`config.mk`:
```
export PLATFORM = sky130hd
export DESIGN_NAME = husky_reg_top
export DESIGN_NICKNAME = d
export VERILOG_FILES = /design/src/husky_reg_pkg.sv /design/src/cmd_fifo.sv /design/src/husky_reg_top.sv /design/src/reg_access_ctrl.sv /design/src/reg_glitch.sv /design/src/reg_target_io.sv /design/src/usb_bus_front.sv
export SDC_FILE = /design/constraint.sdc
export NUM_CORES = 1
export LEC_CHECK = 0
export BUFFER_PORTS_ARGS = -buffer_cell sky130_fd_sc_hd__buf_4
export CORE_MARGIN = 8
export CORE_UTILIZATION = 28
export CTS_BUF_LIST = sky130_fd_sc_hd__clkbuf_4
export DETAILED_ROUTE_END_ITERATION = 8
export SETUP_SLACK_MARGIN = 0.02
export SYNTH_ARGS = -nofsm -noshare
export SYNTH_HDL_FRONTEND = slang
export SYNTH_HIERARCHICAL = 1
export SYNTH_SLANG_ARGS = --single-unit
```
`constraint.sdc`:
```
create_clock -name clk_usb_buf -period 7.2 [get_ports clk_usb_buf]
set_clock_uncertainty 0.2 [all_clocks]
set_input_delay 1.44 -clock clk_usb_buf [delete_from_list [all_inputs] [get_ports clk_usb_buf]]
set_output_delay 1.44 -clock clk_usb_buf [all_outputs]
set_load 0.01 [all_outputs]
```
`src/husky_reg_pkg.sv`:
```
package husky_reg_pkg;

   // Byte counter inside a burst, wraps
   localparam int BYTECNT_W = 2;

   // Register map
   localparam logic [7:0] ADDR_GLITCH_OFFSET = 8'h10; // 4 bytes, little-endian
   localparam logic [7:0] ADDR_GLITCH_WIDTH  = 8'h11; // 2 bytes, little-endian
   localparam logic [7:0] ADDR_GLITCH_CTRL   = 8'h12; // 1 byte
   localparam logic [7:0] ADDR_TIO_DRIVE     = 8'h20; // [3:0] value, [7:4] enable
   localparam logic [7:0] ADDR_TIO_POWER     = 8'h21; // Bit 0 is npower

   // Register sizes in bytes
   localparam int GLITCH_OFFSET_BYTES = 4;
   localparam int GLITCH_WIDTH_BYTES  = 2;

   // One queued bus access, 19 bits
   typedef struct packed {
      logic                 is_read;
      logic [7:0]           addr;
      logic [BYTECNT_W-1:0] bytecnt;
      logic [7:0]           data;
   } reg_req_t;

   // Glitch control byte, raw for the register file, fields for the glitch logic
   typedef union packed {
      logic [7:0] raw;
      struct packed {
         logic       arm;      // Bit 7
         logic [2:0] trig_src; // Bits 6:4
         logic [1:0] mode;     // Bits 3:2
         logic [1:0] reserved; // Bits 1:0
      } fld;
   } glitch_ctrl_u;

endpackage

```
`src/cmd_fifo.sv`:
```
module cmd_fifo #(
   parameter int FIFO_DEPTH = 4
) (
   input  logic                      clk_usb_buf,
   input  logic                      rst_n_i,
   input  logic                      push_i,
   input  husky_reg_pkg::reg_req_t   push_data_i,
   input  logic                      pop_i,
   output logic                      not_empty_o,
   output husky_reg_pkg::reg_req_t   head_o,
   output logic                      credit_return_o
);

   localparam int PTR_W = (FIFO_DEPTH > 1) ? $clog2(FIFO_DEPTH) : 1;
   localparam int CNT_W = $clog2(FIFO_DEPTH + 1);

   husky_reg_pkg::reg_req_t mem [FIFO_DEPTH];

   logic [PTR_W-1:0] wr_ptr_q;
   logic [PTR_W-1:0] rd_ptr_q;
   logic [CNT_W-1:0] count_q;
   logic             do_pop;

   assign not_empty_o     = (count_q != '0);
   assign head_o          = mem[rd_ptr_q];
   assign do_pop          = pop_i && not_empty_o;
   assign credit_return_o = do_pop; // One credit back per popped entry

   // Storage, no overflow check since the writer holds credits
   always_ff @(posedge clk_usb_buf) begin
      if (push_i)
         mem[wr_ptr_q] <= push_data_i;
   end

   always_ff @(posedge clk_usb_buf) begin
      if (!rst_n_i) begin
         wr_ptr_q <= '0;
         rd_ptr_q <= '0;
         count_q  <= '0;
      end else begin
         if (push_i) begin
            // Explicit wrap, depth need not be a power of two
            wr_ptr_q <= (wr_ptr_q == PTR_W'(FIFO_DEPTH - 1)) ? '0 : wr_ptr_q + 1'b1;
         end
         if (do_pop) begin
            rd_ptr_q <= (rd_ptr_q == PTR_W'(FIFO_DEPTH - 1)) ? '0 : rd_ptr_q + 1'b1;
         end
         case ({push_i, do_pop})
            2'b10:   count_q <= count_q + 1'b1;
            2'b01:   count_q <= count_q - 1'b1;
            default: count_q <= count_q; // Both or neither
         endcase
      end
   end

endmodule

```
`src/husky_reg_top.sv`:
```
module husky_reg_top #(
   parameter int FIFO_DEPTH = 4
) (
   input  logic                          clk_usb_buf,
   input  logic                          rst_n_i,
   input  logic [7:0]                    usb_addr_i,
   input  logic [7:0]                    usb_din_i,
   input  logic                          usb_wrn_i,
   input  logic                          usb_rdn_i,
   input  logic                          usb_cen_i,
   output logic                          busy_o,
   output logic                          drop_o,
   output logic [7:0]                    rd_data_o,
   output logic                          rd_valid_o,
   output logic [31:0]                   glitch_offset_o,
   output logic [15:0]                   glitch_width_o,
   output husky_reg_pkg::glitch_ctrl_u   glitch_ctrl_o,
   output logic [3:0]                    tio_value_o,
   output logic [3:0]                    tio_oe_o
);

   logic                    req_valid;
   husky_reg_pkg::reg_req_t req;
   logic                    credit_return;
   logic                    not_empty;
   husky_reg_pkg::reg_req_t head;
   logic                    pop;

   usb_bus_front #(
      .FIFO_DEPTH (FIFO_DEPTH)
   ) u_bus_front (
      .clk_usb_buf     (clk_usb_buf),
      .rst_n_i         (rst_n_i),
      .usb_addr_i      (usb_addr_i),
      .usb_din_i       (usb_din_i),
      .usb_wrn_i       (usb_wrn_i),
      .usb_rdn_i       (usb_rdn_i),
      .usb_cen_i       (usb_cen_i),
      .credit_return_i (credit_return),
      .req_valid_o     (req_valid),
      .req_o           (req),
      .busy_o          (busy_o),
      .drop_o          (drop_o)
   );

   // Depth here must match the front end credit count
   cmd_fifo #(
      .FIFO_DEPTH (FIFO_DEPTH)
   ) u_cmd_fifo (
      .clk_usb_buf     (clk_usb_buf),
      .rst_n_i         (rst_n_i),
      .push_i          (req_valid),
      .push_data_i     (req),
      .pop_i           (pop),
      .not_empty_o     (not_empty),
      .head_o          (head),
      .credit_return_o (credit_return)
   );

   reg_access_ctrl u_reg_ctrl (
      .clk_usb_buf     (clk_usb_buf),
      .rst_n_i         (rst_n_i),
      .not_empty_i     (not_empty),
      .head_i          (head),
      .pop_o           (pop),
      .rd_data_o       (rd_data_o),
      .rd_valid_o      (rd_valid_o),
      .glitch_offset_o (glitch_offset_o),
      .glitch_width_o  (glitch_width_o),
      .glitch_ctrl_o   (glitch_ctrl_o),
      .tio_value_o     (tio_value_o),
      .tio_oe_o        (tio_oe_o)
   );

endmodule

```
`src/reg_access_ctrl.sv`:
```
module reg_access_ctrl (
   input  logic                          clk_usb_buf,
   input  logic                          rst_n_i,
   input  logic                          not_empty_i,
   input  husky_reg_pkg::reg_req_t       head_i,
   output logic                          pop_o,
   output logic [7:0]                    rd_data_o,
   output logic                          rd_valid_o,
   output logic [31:0]                   glitch_offset_o,
   output logic [15:0]                   glitch_width_o,
   output husky_reg_pkg::glitch_ctrl_u   glitch_ctrl_o,
   output logic [3:0]                    tio_value_o,
   output logic [3:0]                    tio_oe_o
);

   logic       wr_en;
   logic       rd_en;
   logic [7:0] rd_byte_glitch;
   logic [7:0] rd_byte_tio;

   // Take one entry every cycle one is waiting
   assign pop_o = not_empty_i;
   assign wr_en = pop_o && !head_i.is_read;
   assign rd_en = pop_o && head_i.is_read;

   reg_glitch u_reg_glitch (
      .clk_usb_buf     (clk_usb_buf),
      .rst_n_i         (rst_n_i),
      .wr_en_i         (wr_en),
      .rd_en_i         (rd_en),
      .req_i           (head_i),
      .rd_byte_o       (rd_byte_glitch),
      .glitch_offset_o (glitch_offset_o),
      .glitch_width_o  (glitch_width_o),
      .glitch_ctrl_o   (glitch_ctrl_o)
   );

   reg_target_io u_reg_tio (
      .clk_usb_buf (clk_usb_buf),
      .rst_n_i     (rst_n_i),
      .wr_en_i     (wr_en),
      .rd_en_i     (rd_en),
      .req_i       (head_i),
      .rd_byte_o   (rd_byte_tio),
      .tio_value_o (tio_value_o),
      .tio_oe_o    (tio_oe_o)
   );

   // Blocks return zero off their own addresses, so OR them
   always_ff @(posedge clk_usb_buf) begin
      if (!rst_n_i)
         rd_valid_o <= 1'b0;
      else
         rd_valid_o <= rd_en;
   end

   always_ff @(posedge clk_usb_buf) begin
      if (rd_en)
         rd_data_o <= rd_byte_glitch | rd_byte_tio; // Held until next read
   end

endmodule

```
`src/reg_glitch.sv`:
```
module reg_glitch (
   input  logic                          clk_usb_buf,
   input  logic                          rst_n_i,
   input  logic                          wr_en_i,
   input  logic                          rd_en_i,
   input  husky_reg_pkg::reg_req_t       req_i,
   output logic [7:0]                    rd_byte_o,
   output logic [31:0]                   glitch_offset_o,
   output logic [15:0]                   glitch_width_o,
   output husky_reg_pkg::glitch_ctrl_u   glitch_ctrl_o
);

   logic [31:0]                 offset_q;
   logic [15:0]                 width_q;
   husky_reg_pkg::glitch_ctrl_u ctrl_q;
   logic                        offset_hit, width_hit, ctrl_hit;

   // Address match plus a byte index inside the register
   assign offset_hit = (req_i.addr == husky_reg_pkg::ADDR_GLITCH_OFFSET) &&
                       (int'(req_i.bytecnt) < husky_reg_pkg::GLITCH_OFFSET_BYTES);
   assign width_hit  = (req_i.addr == husky_reg_pkg::ADDR_GLITCH_WIDTH) &&
                       (int'(req_i.bytecnt) < husky_reg_pkg::GLITCH_WIDTH_BYTES);
   assign ctrl_hit   = (req_i.addr == husky_reg_pkg::ADDR_GLITCH_CTRL) &&
                       (req_i.bytecnt == '0);

   always_ff @(posedge clk_usb_buf) begin
      if (!rst_n_i) begin
         offset_q   <= '0;
         width_q    <= '0;
         ctrl_q.raw <= '0;
      end else if (wr_en_i) begin
         if (offset_hit)
            offset_q[req_i.bytecnt*8 +: 8] <= req_i.data; // Byte 0 is LSB
         if (width_hit)
            width_q[req_i.bytecnt*8 +: 8] <= req_i.data;
         if (ctrl_hit)
            ctrl_q.raw <= req_i.data; // Stored as a plain byte
      end
   end

   // Read mux, zero when not addressed
   always_comb begin
      rd_byte_o = '0;
      if (rd_en_i) begin
         if (offset_hit)
            rd_byte_o = offset_q[req_i.bytecnt*8 +: 8];
         else if (width_hit)
            rd_byte_o = width_q[req_i.bytecnt*8 +: 8];
         else if (ctrl_hit)
            rd_byte_o = ctrl_q.raw;
      end
   end

   assign glitch_offset_o = offset_q;
   assign glitch_width_o  = width_q;
   assign glitch_ctrl_o   = ctrl_q; // Fields decoded downstream

endmodule

```
`src/reg_target_io.sv`:
```
module reg_target_io (
   input  logic                      clk_usb_buf,
   input  logic                      rst_n_i,
   input  logic                      wr_en_i,
   input  logic                      rd_en_i,
   input  husky_reg_pkg::reg_req_t   req_i,
   output logic [7:0]                rd_byte_o,
   output logic [3:0]                tio_value_o,
   output logic [3:0]                tio_oe_o
);

   logic [7:0] drive_q;   // [3:0] value, [7:4] enable
   logic [7:0] power_q;
   logic       npower;
   logic       drive_hit, power_hit;

   // Single-byte registers, only byte 0 is mapped
   assign drive_hit = (req_i.addr == husky_reg_pkg::ADDR_TIO_DRIVE) && (req_i.bytecnt == '0);
   assign power_hit = (req_i.addr == husky_reg_pkg::ADDR_TIO_POWER) && (req_i.bytecnt == '0);

   always_ff @(posedge clk_usb_buf) begin
      if (!rst_n_i) begin
         drive_q <= '0;
         power_q <= '0;
      end else if (wr_en_i) begin
         if (drive_hit)
            drive_q <= req_i.data;
         if (power_hit)
            power_q <= req_i.data;
      end
   end

   assign npower = power_q[0];

   // Target unpowered, so all pins go high-Z
   assign tio_value_o = drive_q[3:0];
   assign tio_oe_o    = npower ? 4'h0 : drive_q[7:4];

   // Readback shows stored enables, not the overridden ones
   assign rd_byte_o = !rd_en_i  ? 8'h00 :
                      drive_hit ? drive_q :
                      power_hit ? power_q : 8'h00;

endmodule

```
`src/usb_bus_front.sv`:
```
module usb_bus_front #(
   parameter int FIFO_DEPTH = 4
) (
   input  logic                      clk_usb_buf,
   input  logic                      rst_n_i,
   input  logic [7:0]                usb_addr_i,
   input  logic [7:0]                usb_din_i,
   input  logic                      usb_wrn_i,
   input  logic                      usb_rdn_i,
   input  logic                      usb_cen_i,
   input  logic                      credit_return_i,
   output logic                      req_valid_o,
   output husky_reg_pkg::reg_req_t   req_o,
   output logic                      busy_o,
   output logic                      drop_o
);

   localparam int CRED_W = $clog2(FIFO_DEPTH + 1);

   logic [7:0] addr_q;
   logic [7:0] din_q;
   logic       wrn_q, rdn_q, cen_q;
   logic       wrn_d1, rdn_d1;   // Previous sample, for edge detect
   logic       wr_strobe, rd_strobe, strobe;
   logic       first_q;          // Next strobe starts a burst
   logic       new_burst;
   logic [7:0] last_addr_q;
   logic [husky_reg_pkg::BYTECNT_W-1:0] bytecnt_q;
   logic [husky_reg_pkg::BYTECNT_W-1:0] bytecnt_nxt;
   logic [CRED_W-1:0] credit_q;

   // Bus lines sampled once, strobes idle high
   always_ff @(posedge clk_usb_buf) begin
      if (!rst_n_i) begin
         wrn_q  <= 1'b1;
         rdn_q  <= 1'b1;
         cen_q  <= 1'b1;
         wrn_d1 <= 1'b1;
         rdn_d1 <= 1'b1;
      end else begin
         wrn_q  <= usb_wrn_i;
         rdn_q  <= usb_rdn_i;
         cen_q  <= usb_cen_i;
         wrn_d1 <= wrn_q;
         rdn_d1 <= rdn_q;
      end
   end

   always_ff @(posedge clk_usb_buf) begin
      addr_q <= usb_addr_i;
      din_q  <= usb_din_i;
   end

   // Falling edge of wrn or rdn while selected
   assign wr_strobe = !cen_q && !wrn_q && wrn_d1;
   assign rd_strobe = !cen_q && !rdn_q && rdn_d1;
   assign strobe    = wr_strobe || rd_strobe;

   assign new_burst   = first_q || (addr_q != last_addr_q);
   assign bytecnt_nxt = new_burst ? '0 : bytecnt_q + 1'b1; // Wraps

   assign busy_o = (credit_q == '0);

   // Burst tracking, counts every strobe the host made
   always_ff @(posedge clk_usb_buf) begin
      if (!rst_n_i) begin
         first_q     <= 1'b1;
         bytecnt_q   <= '0;
         last_addr_q <= '0;
      end else if (cen_q) begin
         first_q <= 1'b1; // Deselect ends the burst
      end else if (strobe) begin
         first_q     <= 1'b0;
         bytecnt_q   <= bytecnt_nxt;
         last_addr_q <= addr_q;
      end
   end

   // Issue, credits and sticky drop flag
   always_ff @(posedge clk_usb_buf) begin
      if (!rst_n_i) begin
         req_valid_o <= 1'b0;
         credit_q    <= CRED_W'(FIFO_DEPTH);
         drop_o      <= 1'b0;
      end else begin
         req_valid_o <= strobe && !busy_o;
         if (strobe && busy_o)
            drop_o <= 1'b1;
         case ({req_valid_o, credit_return_i})
            2'b10:   credit_q <= credit_q - 1'b1; // Spent on issue
            2'b01:   credit_q <= credit_q + 1'b1; // Entry popped
            default: credit_q <= credit_q;
         endcase
      end
   end

   always_ff @(posedge clk_usb_buf) begin
      if (strobe) begin
         req_o <= '{is_read: rd_strobe, addr: addr_q, bytecnt: bytecnt_nxt, data: din_q};
      end
   end

endmodule
```
==> metrics.cfg, run 1 <==
[synthesis]
synth_largest_area_cell = edfxtp_1
ys.flop_type = dfxtp_1
netlist_instances = 692
synthTopCellsByCount = 126 x nand2_1, 119 x dfxtp_1, 106 x mux2i_1
yosys.area.top_type_share_pct = 33.9
yosysUniqueCellTypes = 63
synth_most_common_cell = nand2_1
synth_seq_cells = 222
ys_async_sr_fraction_pct = 0
avgSynthCellArea_sq_um = 13.2
yosysSeqAreaShare_pct = 59.9
synth_area_leaders = edfxtp_1 34%, dfxtp_1 26%, mux2i_1 12%
ys_warn_count = 6
syn-num-nets = 727
synth_edf_count = 103
synth_area_sq_um = 9140

[cells_and_area]
fillers = 3267
drive_above_1_share_pct = 27.2
synthToLayoutAreaGrowth_pct = 19.8
nets = 850
finalInstanceArea_sq_um = 10900
post-route-util_pct = 33.8

[critical_path]
cp.required_ns = 7.51
critical_path.cell_chain = buf_4 > mux4_2 > or4_4 > or4_1 > nor2_1 > or2_1
r2r-end = u_reg_ctrl/rd_data_o[0]
worstSetupEndpointType = flop
cp-start-kind = flop
cp.arrival_ns = 3.79
path_max_fanout = 32
r2r_slack_ns = 3.72
slowest_delay_ns = 0.96
critPathSlowestCell = mux4_2
critPathKind = flop to flop
reg2regPathDepth = 6

[timing]
fin_ws_ns = 3.72
tns_ns = 0
slew_headroom_pct = 29.8
rsz0062_at_grt = no
fmax_ghz = 0.287
final-setup-viol-count = 0
final_max_slew_viol_count = 0
fin_crit_ns = 3.48
worst_pin_slew_ns = 1.05
timing.final.crit_share_pct = 48.4
timing_hold_violations_final = 0

[floorplan]
die_area_sq_um = 38700
io_pins = 96
die_w_um = 197
die_h_um = 197
rows = 66
core_area_sq_um = 32400
start_util_pct = 28.2

[clocking]
clock_latency_ns = 0.65
htree_levels = 2
postCtsSetupBuffers = 0
hold_buffers = 0
clk_pin_slew_ns = 0.07
cts_made_buffers = 55
cts_tree = built
clockBufferDepth = 3
cts.repair.resized = 0
cts.sinks = 222
cts-root-buf = clkbuf_4

[run_status]
outcome = finished, final reports clean

[global_route]
grt_pass1_wl_mm = 32.5
grt-ovfl-total = 0
grt_pass1_vias = 5813
antenna_found_initial = 1
grt_start_max_net_pins = 82
grt_use_total_pct = 10.6

[routing]
drt_iter0_markers = 316
post_drt_via_cell_ratio = 4.33
drt_wl_total_mm = 21.1
routedWlPerCell_um = 16.2
drtPass1Iterations = 5
drtAntennaViolNets = 0
drc_errors = 0
vias = 5639

[place]
portBuffers = 95
dpl_cell_area_sq_um = 10200
post-place-ws_ns = 3.70
hpwl_mm = 14.6
gp_congestion = 0.807

[hold_path]
worstHoldPathCells = 0
hold_end = u_bus_front/req_o[4]
min_from = u_bus_front/din_q[4]
worst_hold_path_type = flop to flop

[run]
max_cap_viol_count = 0

[power]
ir_worst_vdd_mv = 0.115
power_density_nw_per_um2 = 223
total_leakage_power_nw = 4.33

[area by class of cell]
type / count / area (sq um) / share of cell area [%]
well taps: 442 / 553 / 5.05
repair buffers: 101 / 758 / 6.93
flip-flops and latches: 222 / 5480 / 50.0
multi-input cells: 421 / 3390 / 30.9
inverters: 14 / 52.6 / 0.480
clock inverters: 16 / 70.1 / 0.640
diodes: 1 / 2.50 / 0.0229
clock buffers: 86 / 646 / 5.90
[logic make-up after synthesis]
logic type | synth area share, %
buffers and inverters | 3.00
AO/OA/AOI/OAI | 2.82
flip-flops | 59.9
adder cells (fa/ha/maj) | 2.08
AND/OR/NAND/NOR | 13.3
XOR/XNOR | 1.25
multiplexers | 17.7
[how the worst max path moves through the flow]
stage	end	slack [ns]	from	depth (start not counted)
2_1_floorplan	u_reg_ctrl/rd_data_o[0]	4.19	flop	12
3_3_place_gp	u_reg_ctrl/u_reg_tio/drive_q[2]	3.74	flop	5
3_5_place_dp	u_reg_ctrl/u_reg_tio/drive_q[0]	3.70	flop	5
4_1_cts	u_reg_ctrl/u_reg_tio/drive_q[0]	3.65	flop	5
5_1_grt	u_reg_ctrl/u_reg_tio/power_q[3]	3.51	flop	5
6_report	u_reg_ctrl/rd_data_o[0]	3.72	flop	6
[routing by layer]
metal | routed length [um] | GRT usage, % | part of all wire, %
met5 | 0 | 0 | 0
met4 | 250 | 3.06 | 1.2
met1 | 9820 | 13.8 | 47
met2 | 9770 | 17.2 | 46
met3 | 1270 | 2.78 | 6.0
[metrics by stage]
step                hold slack (ns)  cells  power [W]
floorplan                     0.186    692    0.00141
global placement              0.188   1200    0.00143
detailed placement            0.189   1200    0.00143
CTS                           0.208   1302    0.00249
global route                  0.218   1303    0.00256
finish                        0.201   1303    0.00244
[sequential cells by signal, indices dropped and copies added (netlist names), 2 cells and up, named ones only]
| name | flops |
|---|---|
| u_cmd_fifo/count_q | 3 |
| u_bus_front/req_o | 19 |
| u_reg_ctrl/u_reg_glitch/glitch_offset_o | 32 |
| u_bus_front/credit_q | 3 |
| u_cmd_fifo/mem | 76 |
| u_reg_ctrl/u_reg_glitch/glitch_width_o | 16 |
| u_reg_ctrl/u_reg_tio/power_q | 8 |
| u_reg_ctrl/u_reg_glitch/glitch_ctrl_o | 8 |
| u_bus_front/last_addr_q | 8 |
| u_bus_front/bytecnt_q | 2 |
| u_reg_ctrl/u_reg_tio/drive_q | 8 |
| u_cmd_fifo/wr_ptr_q | 2 |
| u_bus_front/addr_q | 8 |
| u_reg_ctrl/rd_data_o | 8 |
| u_bus_front/din_q | 8 |
| u_cmd_fifo/rd_ptr_q | 2 |
[where the power goes]
group	total [W]	internal, W	leakage (nW)	switching (W)
clock	0.00104	0.000544	0.425	0.000495
sequential	0.00134	0.00133	1.91	0.0000104
combinational	0.0000641	0.0000263	2.00	0.0000378
[critical path, delay by kind of cell (launching register included)]
family | cells | cell delay (ns)
buf+inv | 1 | 0.32
mux | 1 | 0.96
simple gates | 4 | 1.56
flops | 1 | 0.31
[cell usage in the layout (no fill, tap or decap), types with 10 or more instances in the layout]
master    instances
mux4_2           10
mux2i_1         106
buf_4           101
nand2_1         126
ha_1             12
inv_1            14
edfxtp_1        103
clkbuf_4         86
nor2b_1          15
clkinv_1         11
dfxtp_1         119
xor2_1           10
nor2_1           14
No activity file was read; power rests on OpenSTA's default activity.
==> run 2, diff against run 1 <==
==> constraint.sdc (replaced) <==
create_clock -name clk_usb_buf -period 3.6 [get_ports clk_usb_buf]
set_clock_uncertainty 0.2 [all_clocks]
set_input_delay 0.72 -clock clk_usb_buf [delete_from_list [all_inputs] [get_ports clk_usb_buf]]
set_output_delay 0.72 -clock clk_usb_buf [all_outputs]
set_load 0.01 [all_outputs]
==> run 2 against run 1 <==
Critical path depth is 1 lower. Combinational power rose by 130%. Sequential power increased by 100%. Largest cell class unchanged. Sequential cell count unchanged. Utilization increased by 0.70 points.
==> metrics.cfg, run 2 (synthesized netlist as in run 1, its figures left out) <==
[run_status]
outcome = finished, final reports clean

[global_route]
antenna_found_initial = 1
top_usage_layer = met2
grt_pass1_vias = 5898
grt_pass1_wl_mm = 32.3
grtUsageMet1_pct = 13.7
met2_usage_pct = 16.5
globalRouteMet3Util_pct = 3.04
grt_use_total_pct = 10.5
grt-ovfl-total = 0
grt_start_max_net_pins = 84

[cells_and_area]
post-route-util_pct = 34.5
drive_above_1_share_pct = 25.8
fillers = 3271
finalInstanceArea_sq_um = 11200
final_cell_mix = 126 x nand2_1, 119 x dfxtp_1, 107 x buf_4, 106 x mux2i_1, 103 x edfxtp_1
layout_commonest_cell = nand2_1
largest_reg_flops = 76
synthToLayoutAreaGrowth_pct = 22.3
nets = 876
instances_no_fill = 1330
regMostFlops = u_cmd_fifo/mem

[floorplan]
die_area_sq_um = 38700
start_util_pct = 28.2
rows = 66
die_h_um = 197
die_w_um = 197
io_pins = 96
core_area_sq_um = 32400

[timing]
worst_pin_slew_ns = 1.05
fin_crit_ns = 3.12
timing.final.crit_share_pct = 86.6
final-setup-viol-count = 0
final_max_slew_viol_count = 0
slew_headroom_pct = 29.7
rsz0062_at_grt = no
fmax_ghz = 0.321
timing_hold_violations_final = 0
tns_ns = 0

[critical_path]
slowest_delay_ns = 0.63
critPathKind = flop to flop
worstSetupEndpointType = flop
critPathSlowestCell = dfxtp_1
cp.required_ns = 3.97
path_buf_inv = 1
critical_path.cell_chain = buf_4 > mux4_1 > nor3b_4 > nand4_2 > mux2i_1
worst_path_dominant_cell_family = simple AND/OR/NAND/NOR gates
cp-start-kind = flop
path_max_fanout = 11
cp.arrival_ns = 3.48

[clocking]
cts.sinks = 222
cts-root-buf = clkbuf_4
clk_pin_slew_ns = 0.06
clock_latency_ns = 0.65
cts_made_buffers = 54
cts.repair.resized = 0
htree_levels = 2
clockBufferDepth = 3
cts_tree = built

[power]
finalPower_w = 0.00477
total_leakage_power_nw = 4.43
power_density_nw_per_um2 = 427
ir_worst_vdd_mv = 0.243

[routing]
drtPass1Iterations = 4
drt_wl_total_mm = 21.1
routedWlPerCell_um = 15.9
drt_iter0_markers = 286
vias = 5758
drc_errors = 0
drtAntennaViolNets = 0
post_drt_via_cell_ratio = 4.33

[run]
max_cap_viol_count = 0

[place]
dpl_cell_area_sq_um = 10300
place_inst = 1208
hpwl_mm = 14.5
portBuffers = 95
gp_congestion = 0.842

[hold_path]
worst_hold_path_type = flop to flop

==> run 2: cell types whose count changed in the layout (fill, tap and decap cells not counted), sizes merged <==
cell / delta
buf: +8
clkinvlp: -1
dlygate4sd3: +19
clkbuf: -14
clkinv: +15
==> run 2: final timing paths <==
check / from / end / slack (ns) / cells after the start
hold / removal: u_bus_front/din_q[4] / u_bus_front/req_o[4] / 0.20 / 0
setup / recovery: flop / u_reg_ctrl/u_reg_glitch/glitch_width_o[9] / 0.48 / 5
hold reg to reg: u_bus_front/din_q[4] / u_bus_front/req_o[4] / 0.20 / 0
setup reg to reg: flop / u_reg_ctrl/u_reg_glitch/glitch_width_o[9] / 0.48 / 5
==> run 2: final cells by class <==
class	instances	area [sq um]	share of cell area [%]
Tap cell	442	553	4.95
Multi-Input combinational cell	421	3390	30.3
Inverter	14	52.6	0.471
Clock inverter	30	125	1.12
Timing Repair Buffer	128	1030	9.25
Antenna cell	1	2.50	0.0224
Sequential cell	222	5480	49.0
Clock buffer	72	541	4.84
==> run 2: stage by stage <==
step	setup WS, ns	hold WS (ns)
finish	0.482	0.203
global route	0.249	0.214
CTS	0.464	0.206
detailed placement	0.475	0.190
global placement	0.557	0.189
floorplan	0.592	0.186
==> run 2: metal layers <==
layer  vias to the layer above  wire length (um)
met3                        28              1340
met4                         0               370
met5                         -                 0
li1                       2821                 -
met1                      2741              9760
met2                       168              9650
==> run 2: worst reg2reg max path: cells and delay by family, from the launching register on <==
| kind | cells | cell delay (ns) |
|---|---|---|
| multiplexers | 2 | 0.83 |
| flip-flops | 1 | 0.63 |
| AND/OR/NAND/NOR | 2 | 1.12 |
| buffers and inverters | 1 | 0.26 |
==> run 2: what timing repair did <==
action / in CTS / in global routing
hold buffers: 19 / 0
endpoints found under the hold margin: 19 / 0
setup buffers: 0 / 0
==> run 2: where the power goes <==
group	switching, W	leakage, nW	internal [W]	total, W
Combinational	0.0000800	2.13	0.0000688	0.000149
Clock	0.000994	0.389	0.000946	0.00194
Sequential	0.0000207	1.91	0.00266	0.00268
Total	0.00110	4.43	0.00368	0.00477
